File: src/hw/cnn_types_pkg.sv
`default_nettype none

package cnn_types_pkg;

	localparam int DATA_W    = 16;
	localparam int IN_CH     = 3;
	localparam int OUT_CH    = 8;
	localparam int KERNEL    = 3;
	localparam int TAPS      = KERNEL * KERNEL;
	localparam int IMG_W     = 32;
	localparam int IMG_H     = 32;
	localparam int OUT_W     = IMG_W - KERNEL + 1;
	localparam int OUT_H     = IMG_H - KERNEL + 1;
	localparam int FRAC_BITS = 8;   // weights and pixels share one fixed point format.
	localparam int ADDR_W    = 16;

	// one channel value in signed fixed point.
	typedef logic signed [DATA_W-1:0] data_t;

	// input channel i sits in the bits starting at DATA_W*i.
	typedef logic [IN_CH-1:0][DATA_W-1:0] pixel_t;

	// output channel j sits in the bits starting at DATA_W*j.
	typedef logic [OUT_CH-1:0][DATA_W-1:0] result_t;

	// one weight word per output channel for a single window tap.
	typedef pixel_t [OUT_CH-1:0] tap_weights_t;

	typedef data_t channel_vec_t [OUT_CH];

endpackage

`default_nettype wire
File: src/hw/frame_ctrl_pkg.sv
`default_nettype none

package frame_ctrl_pkg;

	typedef enum logic [1:0]
	{
		IDLE,
		STREAM,
		DRAIN
	} frame_state_e;

	typedef enum logic [1:0]
	{
		LOAD_IDLE,
		LOAD_RUN,
		LOAD_HOLD
	} load_state_e;

	localparam int WEIGHT_WORDS = cnn_types_pkg::TAPS * cnn_types_pkg::OUT_CH;
	localparam int BIAS_WORDS   = cnn_types_pkg::OUT_CH;
	localparam int FRAME_PIXELS = cnn_types_pkg::IMG_W * cnn_types_pkg::IMG_H;

endpackage

`default_nettype wire

File: src/hw/frame_control.sv
`timescale 1ns/1ps
`default_nettype none

module frame_control (
	input  logic                             clk,
	input  logic                             rst,
	input  logic                             pixel_store_done,
	output logic [cnn_types_pkg::ADDR_W-1:0] read_pixel_addr,
	output logic                             read_pixel_signal,
	output logic                             window_shift,
	output logic                             save_enable,
	output logic [cnn_types_pkg::ADDR_W-1:0] output_row,
	output logic [cnn_types_pkg::ADDR_W-1:0] output_col,
	output logic                             layer1_calculation_done
);
	import cnn_types_pkg::*;
	import frame_ctrl_pkg::*;

	localparam logic [ADDR_W-1:0] LAST_PIXEL = ADDR_W'(FRAME_PIXELS - 1);
	localparam logic [ADDR_W-1:0] EDGE       = ADDR_W'(KERNEL - 1);

	frame_state_e      state;
	logic              drain_cnt;
	logic [ADDR_W-1:0] pix_addr;

	// stage 1 is the pixel on the memory output, stage 2 the newest window pixel.
	logic              valid1;
	logic              valid2;
	logic [ADDR_W-1:0] row1;
	logic [ADDR_W-1:0] col1;
	logic [ADDR_W-1:0] row2;
	logic [ADDR_W-1:0] col2;
	logic              done_q;

	always_ff @(posedge clk or posedge rst)
	begin
		if (rst)
		begin
			state     <= IDLE;
			pix_addr  <= '0;
			drain_cnt <= 1'b0;
		end
		else
		begin
			case (state)
				IDLE:
				begin
					pix_addr <= '0;
					if (pixel_store_done)
					begin
						state <= STREAM;
					end
				end
				STREAM:
				begin
					drain_cnt <= 1'b0;
					if (pix_addr == LAST_PIXEL)
					begin
						state    <= DRAIN;
						pix_addr <= '0;
					end
					else
					begin
						pix_addr <= pix_addr + 1'b1;
					end
				end
				DRAIN:
				begin
					drain_cnt <= 1'b1;
					if (drain_cnt)
					begin
						state <= IDLE;   // the last pixel has reached the window.
					end
				end
				default:
				begin
					state <= IDLE;
				end
			endcase
		end
	end

	assign read_pixel_addr   = pix_addr;
	assign read_pixel_signal = (state == STREAM);

	always_ff @(posedge clk or posedge rst)
	begin
		if (rst)
		begin
			valid1 <= 1'b0;
			valid2 <= 1'b0;
			done_q <= 1'b0;
		end
		else
		begin
			valid1 <= read_pixel_signal;
			valid2 <= valid1;
			done_q <= save_enable && (output_row == ADDR_W'(OUT_H - 1))
				&& (output_col == ADDR_W'(OUT_W - 1));
		end
	end

	always_ff @(posedge clk)
	begin
		row1 <= ADDR_W'(pix_addr / IMG_W);
		col1 <= ADDR_W'(pix_addr % IMG_W);
		row2 <= row1;
		col2 <= col1;
	end

	assign window_shift = valid1;   // data returned this cycle enters the window.

	// a full 3x3 window exists once the newest pixel is two rows and two columns in.
	assign save_enable = valid2 && (row2 >= EDGE) && (col2 >= EDGE);
	assign output_row  = row2 - EDGE;
	assign output_col  = col2 - EDGE;

	assign layer1_calculation_done = done_q;

endmodule

`default_nettype wire

File: config.mk
export PLATFORM = sky130hd
export DESIGN_NAME = frame_control
export DESIGN_NICKNAME = d
export VERILOG_FILES = /design/src/hw/cnn_types_pkg.sv /design/src/hw/frame_ctrl_pkg.sv /design/src/hw/frame_control.sv
export SDC_FILE = /design/constraint.sdc
export NUM_CORES = 1
export LEC_CHECK = 0
export ABC_AREA = 0
export BUFFER_PORTS_ARGS = -buffer_cell sky130_fd_sc_hd__buf_2
export CORE_UTILIZATION = 39
export CTS_BUF_LIST = sky130_fd_sc_hd__clkbuf_8
export CTS_CLUSTER_SIZE = 20
export DETAILED_ROUTE_END_ITERATION = 10
export GPL_TIMING_DRIVEN = 0
export PLACE_DENSITY_LB_ADDON = 0.25
export SYNTH_ARGS = -nofsm -noshare
export SYNTH_HDL_FRONTEND = slang
export SYNTH_SLANG_ARGS = --single-unit
File: constraint.sdc
create_clock -name clk -period 2.8 [get_ports clk]
set_input_delay 0.42 -clock clk [delete_from_list [all_inputs] [get_ports clk]]
set_output_delay 0.42 -clock clk [all_outputs]
set_load 0.01 [all_outputs]
* After elaboration in Yosys (flattened, before gate mapping)
Index checks and enable logic that the tools add are counted.
Word-level totals: ROM bits 0, bits in writable memories 0, output and inout bits 52, memories kept 0, bits in latches 0, logic and storage cells 38, bits in registers 54
Operators by class: add/sub/neg operators 3, reductions and logical operators 8, order comparisons 2, bitwise operators 0, multipliers 0, shift-type cells 0, multiplexer cells 7, equal/unequal tests 8, div/mod/pow operators 0
Operators with widths (count):
- 16-bit by 5-bit == test with 1-bit output (second input constant) | 2
- 16-bit one-hot mux with 2 select lines | 1
- 16-bit by 1-bit adder with 16-bit output (second input constant) | 1
- 16-bit by 10-bit == test with 1-bit output (second input constant) | 1
- 16-bit 2-to-1 mux | 1
- 11-bit by 2-bit subtractor with 12-bit output (second input constant) | 1
- 11-bit by 2-bit greater-or-equal comparator with 1-bit output (second input constant) | 1
- 2-bit 2-to-1 mux | 3
- 2-bit one-hot mux with 3 select lines | 1
- 5-bit by 2-bit subtractor with 6-bit output (second input constant) | 1
- 5-bit by 2-bit greater-or-equal comparator with 1-bit output (second input constant) | 1
- 1-bit logical AND | 4
- 2-bit inequality test (second input constant) | 2
- 2-bit nonzero test | 2
- 3-bit AND reduction | 1
- 2-bit by 1-bit == test with 1-bit output (second input constant) | 1
- 2-bit == test (second input constant) | 1
- 2-bit zero test | 1
- 2-bit by 1-bit inequality test with 1-bit output (second input constant) | 1
- 1-bit one-hot mux with 2 select lines | 1

* Depth between registers and ports, before layout
Gate-level depths: netlist of run 1.
depth after elaboration 5, mapped depth 7, mapped depth without buffers 6

* Worst setup path after synthesis of run 1
OpenSTA, ideal clock, no wires.
path kind register -> output, from register col2[1], to output port output_col[10] (netlist bit), data required time 2380 ps, buffers on the path 1, stages on the path, launching flop included 5, arrival 1768 ps, setup slack 612 ps, path through dfxtp_1 > inv_1 > ha_1 > nor3b_1 > buf_4
Between the ends: longest elaborated chain between the ends 1
Ends and longest elaborated chain:
- from (decl) | RTL line frame_control.sv:32 | logic [ADDR_W-1:0] col2;
- from (signal assigned) | RTL line frame_control.sv:108 | col2 <= col1;
- 5-bit by 2-bit subtractor with 6-bit output | RTL line frame_control.sv:116 | assign output_col = col2 - EDGE;
- to (decl) | RTL line frame_control.sv:13 | output logic [cnn_types_pkg::ADDR_W-1:0] output_col,
No other way between the ends.

* Final worst setup path of run 1
from register row2[5], to output port output_row[10] (netlist bit)
Between the ends: longest elaborated chain between the ends 1
Ends and longest elaborated chain:
- from (decl) | RTL line frame_control.sv:31 | logic [ADDR_W-1:0] row2;
- from (signal assigned) | RTL line frame_control.sv:107 | row2 <= row1;
- 11-bit by 2-bit subtractor with 12-bit output | RTL line frame_control.sv:115 | assign output_row = row2 - EDGE;
- to (decl) | RTL line frame_control.sv:12 | output logic [cnn_types_pkg::ADDR_W-1:0] output_row,
No other way between the ends.

==> impl_results.md, run 1 <==
* CP Max Fanout at 3
* Ports at 55
* Worst setup SP type: register
* Internal cell power at between 0.0009 and 0.001 W
* Total Routing Usage GR at around 16%
* Post-Syn Area per Cell at around 10 um^2
* Placed cell areas at roughly 2600 um^2
* Place WS at 535 ps
* Slowest CP cell: nor4b_1
* Clock buffer count from CTS at 5
* Area delta synth->final at 20.7%
* Register share of total power at 62.7%
* Switching Share at 20.6%
* Combinational Power Share at less than 1%
* Vias in the first global route at 1622
* Max-slew violations at 0
* Diode count at 0
* Chip Width at 77.8 um
* DRT Wirelength at 4560 um
* Setup repair bufs after CTS at 0
* Max stage delay on crit path at 610 ps
* Placed Cells at 344
* Die area at 6050 um^2
* Share of layout cells above drive strength 1 at ~30%
* Critical path class: reg -> out
* Crit. End Element: output port
* Final period utilization at 87.2%
* Worst reg2reg path startpoint: read_pixel_addr[0]$_DFFE_PP0P_
* Post-layout net count at between 200 and 300
* Post-synthesis register bit count at 54
* Mapped Area at between 2000 and 2500 um^2
* Syn_nets at 227
* Post-synth top cells: 32 x dfxtp_1, 22 x dfrtp_1, 16 x buf_4, 16 x nand2_1, 15 x inv_1
* Max-Cap Viols at 0
* Post-CTS sizing at 0
* Tmin final at 2440 ps
* Starting density of the core at roughly 40%
* Starting DRT DRC Count at between 80 and 90
* Antenna-violating nets left at 0
* Router iterations before antenna repair at 4
* CTS tree: built
* Clock power frac at 36.7%
* Post-synth EDFFs at 0
* Worst hold-check path type: in -> async
* WP buf/inv at 1
* Global-route wire length before repair at just under 8000 um
* Core area at 5510 um^2
* DR DRC count at 0
* Routed WL per cell at 12.9 um
* Clock Pin Slew Worst Setup and Hold Paths at 100 ps
* Design Area, Final at 2700 um^2
* Pleak at approximately 1.2 nW
* Vias at 1742
* VDD IR max at approximately 220 uV
* Port bufs at 54
* CTS hold repair buffers at 0
* Flop2flop setup slack at 570 ps
* RSZ-0062 raised after global routing: false
* Maximum level of the CTS H-tree at 2
* Fmax at 409 MHz
* Die outline height at 77.8 um
* Leading area contributor after synthesis: dfxtp_1
* Final hold violations at 0
* Post-synthesis async set-or-reset flop share at approximately two fifths
* Vias/cell at 4.95
* Slew at the pin closest to its max-slew limit at 874 ps
* Site Rows at 27
* Top delay family on crit path: simple AND/OR/NAND/NOR gates
* CP cell instances: nor4_1 -> nor4b_1 -> nand2_1 -> xnor2_1 -> buf_2
* Top post-synthesis cells by area: dfxtp_1 29%, dfrtp_1 25%, buf_4 5.4%
* CTS root buf: clkbuf_8
* Synth cell types at 43
* CP arrival at 2020 ps
* CTS max path bufs at 2
* DP HPWL at 3310 um
* GR Overflow Total at 0
* Pwr per Cell Area at 456 nW/um^2
* Relative slew slack at 41.7%
* GPL Wtd Cong at 0.819
* Post-synth top flop: dfxtp_1
* Clock latency on the worst-skew pair at 300 ps
* Finished Layout Cells at 352
* Fin worst setup slack at 357 ps
* Reg2reg path depth at 6
* Initial antenna violation count at 0
* Register area share after synthesis at 53.2%
* # fillers at 530
* Run status: completed
* Switching power at 0.000254 W
* RR Endpoint: read_pixel_addr[6]$_DFFE_PP0P_
* Area share of the largest cell type after synthesis at 28.6%
* Final setup viols at 0
* YS warnings at 0
* Largest net degree at the start of global routing at 23
* Count leader, synth: dfxtp_1
* Clock skew at 5.55 ps
* Syn Inst Count at 218
* Critical Path RT at between 2000 and 2500 ps
* Setup TNS at 0 ps
* Sink Count at 54
==> placed cells by master, fill, tap and decap left out, types with 3 or more instances in the layout <==
cell,instances
buf_2,54
dfxtp_1,32
dfrtp_1,22
nand2_1,16
buf_4,16
inv_1,15
nor3_1,9
a31oi_1,9
o21ai_0,9
nor2_1,9
xor2_1,7
nand3_1,6
ha_1,6
clkbuf_8,6
clkbuf_1,5
nand4_1,4
or4_1,4
nand3b_1,4
nor4_1,4
xnor2_1,4
o211ai_1,3
nand2b_1,3
==> per-stage QoR <==
step	power (W)	hold WS, ps	utilization, %
floorplan	0.000794	310	-
global placement	0.000797	312	47.2
detailed placement	0.000798	312	47.2
CTS	0.00125	334	49.0
global route	0.00129	339	49.1
finish	0.00123	285	49.1
==> power by group through the flow <==
| stage | clock (W) | sequential [W] | combinational, W |
|---|---|---|---|
| after detailed placement | 0 | 0.000789 | 0.00000877 |
| after CTS | 0.000466 | 0.000772 | 0.00000869 |
| after floorplan | 0 | 0.000789 | 0.00000480 |
| after global routing | 0.000503 | 0.000772 | 0.00000970 |
| after global placement | 0 | 0.000789 | 0.00000818 |
| final | 0.000452 | 0.000772 | 0.00000765 |
==> how the worst max path moves through the flow <==
stage                         start        endpoint  slack, ps  cells past startpoint
finish              row2[5]$_DFF_P_  output_row[10]        360                      5
global route        row2[6]$_DFF_P_  output_row[10]         70                      5
CTS                 col2[1]$_DFF_P_  output_col[11]        190                      5
detailed placement  col2[1]$_DFF_P_  output_col[11]        530                      5
global placement    col2[1]$_DFF_P_   output_col[9]        620                      5
floorplan           col2[1]$_DFF_P_  output_col[10]        610                      4
==> registers in the layout, indices dropped and copies added (netlist names), 2 cells and up <==
register         flops
col1                 5
state                2
row2                11
col2                 5
read_pixel_addr     16
row1                11
==> routing by layer <==
layer / GRT usage, % / up-vias / part of all wire (%)
li1: - / 876 / -
met1: 21.8 / 797 / 47
met2: 25.6 / 62 / 46
met3: 2.71 / 7 / 5.9
met4: 5.47 / 0 / 1.4
met5: 0 / - / 0
==> area by class of cell <==
class / count / area [um^2] / share of cell area, %
repair buffers: 54 / 270 / 10.0
inverters: 15 / 56.3 / 2.08
flip-flops and latches: 54 / 1190 / 44.1
clock inverters: 2 / 15.0 / 0.555
plain buffers: 23 / 161 / 5.97
well taps: 72 / 90.1 / 3.33
clock buffers: 6 / 82.6 / 3.05
multi-input cells: 126 / 837 / 31.0
==> kinds of logic (layout without fill, tap and decap cells) <==
group	count (synthesis)	count (layout)	synth area share, %
flops	54	54	53.2
compound gates	34	34	10.2
fa+ha+maj	6	6	3.35
mux	3	3	1.40
buf+inv	38	100	9.72
simple gates	72	72	17.9
xor+xnor	11	11	4.30
==> worst register-to-register path, stage by stage (launching register included) <==
cell and delay (ps):
dfrtp_1 470, ha_1 250, nand3_1 250, or4_1 590, buf_6 160, nand2_1 220
o211ai_1 160
Power figures use the tool's default switching activity.
==> run 2, diff against run 1 <==
- clock period: 2.8 -> 2.3 ns (I/O delays scaled with it)
==> run 2 against run 1 <==
Effect of this change:
- via count up 0.80%
- worst setup slack worse by 240 ps
- clock-buffer cell count unchanged
- first-iteration DRC count up 2.2%
- clock power up 22%
- worst hold slack worse by 78 ps
- critical path type is now reg -> reg
- critical endpoint is now read_pixel_addr[6]$_DFFE_PP0P_
==> impl_results.md, run 2 (same netlist as run 1, synthesis figures left out) <==
* Run status: completed
* Share of layout cells above drive strength 1 at 31.1% (+1.1 points)
* Max FFs per register at 16 (unchanged)
* Core area at 5510 um^2 (unchanged)
* Final period utilization at 95.0%
* CTS max path bufs at 2 (unchanged)
* GRT busiest layer: met2
* Clock skew at 8.27 ps (+2.73 ps)
* Routed WL per cell at 13.0 um (+0.42%)
* CTS hold repair buffers at 0 (unchanged)
* Top cell by count, worst path: or4_1
* Worst hold-check path type: in -> async
* Initial antenna violation count at 0 (unchanged)
* Vias in the first global route at 1635 (+0.80%)
* Vias at 1756 (+0.80%)
* Total power draw at 0.00150 W (+22%)
* Pleak at 1.25 nW (+1.5%)
* Clock Pin Slew Worst Setup and Hold Paths at 100 ps (about the same)
* Chip Width at 77.8 um (unchanged)
* CTS root buf: clkbuf_8
* Met1 Track Usage GR at 21.9% (+0.074 points)
* Max-slew violations at 0 (unchanged)
* Most frequent cells in the layout: 54 x buf_2, 32 x dfxtp_1, 22 x dfrtp_1
* CP Max Fanout at 9 (+6)
* Fmax at 458 MHz
* Sink Count at 54 (unchanged)
* DRT Wirelength at 4580 um (+0.42%)
* Die outline height at 77.8 um (unchanged)
* Total Routing Usage GR at 16.1% (+0.10 points)
* Max stage delay on crit path at 530 ps (-80 ps)
* Final hold violations at 0 (unchanged)
* DP HPWL at 3310 um (unchanged)
* Top delay family on crit path: simple AND/OR/NAND/NOR gates
* CP cell instances: or4_1 -> or4_1 -> buf_6 -> nand2_1 -> o211ai_1
* Worst setup SP type: register
* Starting density of the core at 40.7% (unchanged)
* GR Util met3 at 2.71% (unchanged)
* Max-Cap Viols at 0 (unchanged)
* Antenna-violating nets left at 0 (unchanged)
* Site Rows at 27 (unchanged)
* Final setup viols at 0 (unchanged)
* Clock latency on the worst-skew pair at 310 ps (about the same)
* Critical path class: reg -> reg
* GPL Wtd Cong at 0.819 (unchanged)
* DR DRC count at 0 (unchanged)
* Flop2flop setup slack at 120 ps (-450 ps)
* Met2 usage at 25.8% (+0.27 points)
* Die area at 6050 um^2 (unchanged)
* Ports at 55 (unchanged)
* Critical Path RT at 2470 ps (+90 ps)
* Tmin final at 2180 ps
* Crit. End Element: register
* # fillers at 529 (-0.19%)
* Vias/cell at 4.99 (+0.80%)
* WP buf/inv at 1 (unchanged)
* Maximum level of the CTS H-tree at 2 (unchanged)
* Slew at the pin closest to its max-slew limit at 872 ps (-1.45 ps)
* Final Util at 49.7% (+0.57 points)
* Slowest CP cell: or4_1
* Setup TNS at 0 ps (unchanged)
* Router iterations before antenna repair at 4 (unchanged)
* Global-route wire length before repair at 7760 um (+0.71%)
* Largest net degree at the start of global routing at 23 (unchanged)
* Pwr per Cell Area at 549 nW/um^2 (+21%)
* Placed Cells at 344 (unchanged)
* GR Overflow Total at 0 (unchanged)
* Post-layout net count at 288 (unchanged)
* CTS tree: built
* Relative slew slack at 41.8% (+0.097 points)
* Clock buffer count from CTS at 5 (unchanged)
* Port bufs at 54 (unchanged)
* CP arrival at 2360 ps (+340 ps)
* Area delta synth->final at 22.1%
* Diode count at 0 (unchanged)
* Most common cell after layout, fill and taps aside: buf_2
* Starting DRT DRC Count at 91 (+2.2%)
* VDD IR max at 272 uV (+22%)
* Finished Layout Cells at 352 (unchanged)
run 2: cell count changes in the layout (fill, tap and decap cells not counted):
cell / previous run / this run
nor3b_1: 2 / 1
nand3_2: 0 / 1
nor3b_4: 0 / 1
nor4b_4: 0 / 1
nor4b_1: 2 / 1
nand3_1: 6 / 5
run 2: path summary, 6_finish.rpt:
path	cells after the start	from	to
max in group asynchronous	2	rst	valid2$_DFF_PP0_
setup reg to reg	5	read_pixel_addr[11]$_DFFE_PP0P_	read_pixel_addr[6]$_DFFE_PP0P_
setup / recovery	5	read_pixel_addr[11]$_DFFE_PP0P_	read_pixel_addr[6]$_DFFE_PP0P_
hold / removal	2	rst	read_pixel_addr[11]$_DFFE_PP0P_
hold reg to reg	0	col1[4]$_DFF_P_	col2[4]$_DFF_P_
min in group clk	0	col1[4]$_DFF_P_	col2[4]$_DFF_P_
run 2: metal layers:
metal | part of all wire [%] | vias up
li1 | - | 875
met1 | 47 | 811
met2 | 45 | 63
met3 | 6.1 | 7
met4 | 1.4 | 0
met5 | 0 | -
run 2: layout make-up:
class / count / area (um^2) / share of cell area (%)
sequential: 54 / 1190 / 43.5
timing repair buffer: 54 / 270 / 9.88
clock inverter: 2 / 15.0 / 0.549
inverter: 15 / 56.3 / 2.06
tap: 72 / 90.1 / 3.29
buffer: 23 / 161 / 5.90
multi-input combinational: 126 / 868 / 31.7
clock buffer: 6 / 82.6 / 3.02
run 2: timing repair:
| item | CTS | global route |
|---|---|---|
| hold endpoints to repair | 0 | 0 |
| endpoints found under the setup margin | 12 | 22 |
| setup buffers | 0 | 0 |
| gates resized for setup | 2 | 4 |
run 2: per-stage QoR:
step                instance area [um^2]  hold WS [ps]  setup WS (ps)
floorplan                           2240           310            187
global placement                    2600           312            128
detailed placement                  2600           312            110
CTS                                 2710           263           32.2
global route                        2740           312          -16.6
finish                              2740           207            116
run 2: power breakdown:
group / internal (W) / switching (W)
clock: 0.000249 / 0.000304
combinational: 0.00000133 / 0.00000797
sequential: 0.000940 / 0
==> run 3, diff against run 2 <==
- PLACE_DENSITY_LB_ADDON: 0.25 -> default
==> run 3 against run 2 <==
Effect of this change:
- first-iteration DRC count decreased by 14%
- global-route usage down 0.25 points
- clock power decreased by 7.8%
- critical endpoint is now read_pixel_addr[15]$_DFFE_PP0P_
==> impl_results.md, run 3 (same netlist as run 1, synthesis figures left out) <==
* Clock latency on the worst-skew pair at 300 ps (about the same)
* Antenna-violating nets left at 0 (unchanged)
* Router iterations before antenna repair at 4 (unchanged)
* DRT Wirelength at 4590 um (+0.24%)
* Most frequent cells in the layout: 54 x buf_2, 32 x dfxtp_1, 22 x dfrtp_1
* Pwr per Cell Area at 536 nW/um^2 (-2.4%)
* GR Util met3 at 3.65% (+0.94 points)
* Global-route wire length before repair at 7580 um (-2.4%)
* Chip Width at 77.8 um (unchanged)
* Clock skew at 6.86 ps (-1.42 ps)
* Vias in the first global route at 1561 (-4.5%)
* Crit. End Element: register
* Starting DRT DRC Count at 78 (-14%)
* Max FFs per register at 16 (unchanged)
* Register share of total power at 64.4% (+1.8 points)
* Switching Share at 21.0% (+0.21 points)
* CTS max path bufs at 2 (unchanged)
* Total Routing Usage GR at 15.9% (-0.25 points)
* Final hold violations at 0 (unchanged)
* Fmax at 459 MHz (+0.24%)
* Vias/cell at 4.98 (-0.17%)
* Area delta synth->final at 21.5%
* Combinational Power Share at 0.6% (about the same)
* Clock buffer count from CTS at 5 (unchanged)
* Starting density of the core at 40.7% (unchanged)
* Worst reg2reg path startpoint: read_pixel_addr[11]$_DFFE_PP0P_
* Internal cell power at 0.00115 W (-3.1%)
* CTS root buf: clkbuf_8
* Worst setup SP type: register
* Total power draw at 0.00146 W (-2.8%)
* GRT busiest layer: met2
* Die outline height at 77.8 um (unchanged)
* Clock power frac at 35.0% (-1.8 points)
* Met1 Track Usage GR at 20.1% (-1.8 points)
* Critical path class: reg -> reg
* Max-Cap Viols at 0 (unchanged)
* Max-slew violations at 0 (unchanged)
* Site Rows at 27 (unchanged)
* Worst hold-check path type: in -> async
* Met2 usage at 26.1% (+0.27 points)
* # fillers at 529 (unchanged)
* Maximum level of the CTS H-tree at 2 (unchanged)
* DP HPWL at 3320 um (+0.19%)
* Slew at the pin closest to its max-slew limit at 869 ps (-3.01 ps)
* Initial antenna violation count at 0 (unchanged)
* Die area at 6050 um^2 (unchanged)
* Ports at 55 (unchanged)
* RSZ-0062 raised after global routing: false
* CTS tree: built
* Clock Pin Slew Worst Setup and Hold Paths at 90 ps (about the same)
* Relative slew slack at 42.0% (+0.20 points)
* Port bufs at 54 (unchanged)
* Tmin final at 2180 ps (-5.24 ps)
* Setup TNS at 0 ps (unchanged)
* VDD IR max at 304 uV (+12%)
* CP Max Fanout at 9 (unchanged)
* RR Endpoint: read_pixel_addr[15]$_DFFE_PP0P_
* Most common cell after layout, fill and taps aside: buf_2
* Critical Path RT at 2470 ps (about the same)
* Routed WL per cell at 13.0 um (+0.24%)
* Largest net degree at the start of global routing at 23 (unchanged)
* CP arrival at 2350 ps (about the same)
* Multi-input logic area at 868 um^2 (unchanged)
* Core area at 5510 um^2 (unchanged)
* Post-layout net count at 288 (unchanged)
* Share of layout cells above drive strength 1 at 31.1% (unchanged)
* DR DRC count at 0 (unchanged)
* Run status: completed
* Final setup viols at 0 (unchanged)
* Sink Count at 54 (unchanged)
* GPL Wtd Cong at 0.781 (-4.6%)
* Pleak at 1.25 nW (about the same)
* Vias at 1753 (-0.17%)
* Final period utilization at 94.7% (-0.23 points)
* Reg2reg path depth at 5 (unchanged)
* Diode count at 0 (unchanged)
* GR Overflow Total at 0 (unchanged)
* Flop2flop setup slack at 120 ps (about the same)
* Switching power at 0.000306 W (-1.8%)
* Sequential cell area at 1190 um^2 (unchanged)
==> run 3: changes by cell type in the layout (fill, tap and decap cells not counted), sizes merged <==
cell    delta
inv        +1
clkbuf     -1
==> run 3: power by group through the flow <==
stage	registers [W]	clock network [W]	logic, W
final	0.000940	0.000510	0.00000927
after global routing	0.000940	0.000561	0.0000116
after CTS	0.000940	0.000524	0.0000104
after detailed placement	0.000961	0	0.0000105
after global placement	0.000961	0	0.0000102
after floorplan	0.000961	0	0.00000585
==> run 3: repair_timing <==
item | 4_1_cts | 5_1_grt
hold buffers | 0 | 0
gates cloned | 0 | 0
setup buffers | 0 | 0
endpoints found under the setup margin | 13 | 15
resized for setup | 2 | 4
==> run 3: worst max path at each step <==
| stage | from | endpoint | slack [ps] | cells past startpoint |
|---|---|---|---|---|
| 3_5_place_dp | col2[1]$_DFF_P_ | output_col[9] | 110 | 5 |
| 2_1_floorplan | col2[1]$_DFF_P_ | output_col[10] | 190 | 4 |
| 3_3_place_gp | read_pixel_addr[0]$_DFFE_PP0P_ | read_pixel_addr[1]$_DFFE_PP0P_ | 130 | 6 |
| 6_report | read_pixel_addr[11]$_DFFE_PP0P_ | read_pixel_addr[15]$_DFFE_PP0P_ | 120 | 5 |
| 4_1_cts | row2[6]$_DFF_P_ | output_row[12] | 40 | 5 |
| 5_1_grt | read_pixel_addr[11]$_DFFE_PP0P_ | read_pixel_addr[15]$_DFFE_PP0P_ | 4 | 5 |
==> run 3: critical path, cell delays in order, from the launching register on <==
cell	delay, ps
dfrtp_1	470
or4_1	540
or4_1	500
buf_6	160
nand2_1	230
o221ai_1	150
==> run 3: cell type report <==
class / instances / area share (%)
buffer: 23 / 5.93
multi-input combinational: 126 / 31.9
tap: 72 / 3.31
inverter: 15 / 2.07
timing repair buffer: 54 / 9.93
clock buffer: 5 / 2.53
clock inverter: 3 / 0.597
sequential: 54 / 43.7
==> run 3: per-stage QoR <==
stage	std cells	setup WS, ps	utilization (%)	area [um^2]	hold WS (ps)
global placement	344	125	47.2	2600	311
global route	352	3.58	49.4	2720	298
CTS	352	41.3	49.0	2700	259
detailed placement	344	112	47.2	2600	313
floorplan	218	187	-	2240	310
finish	352	121	49.4	2720	207
==> run 3: metal layers <==
layer	wire length (um)	part of all wire, %
met1	2170	47
met2	2080	45
met3	282	6.1
met4	57	1.2
met5	0	0
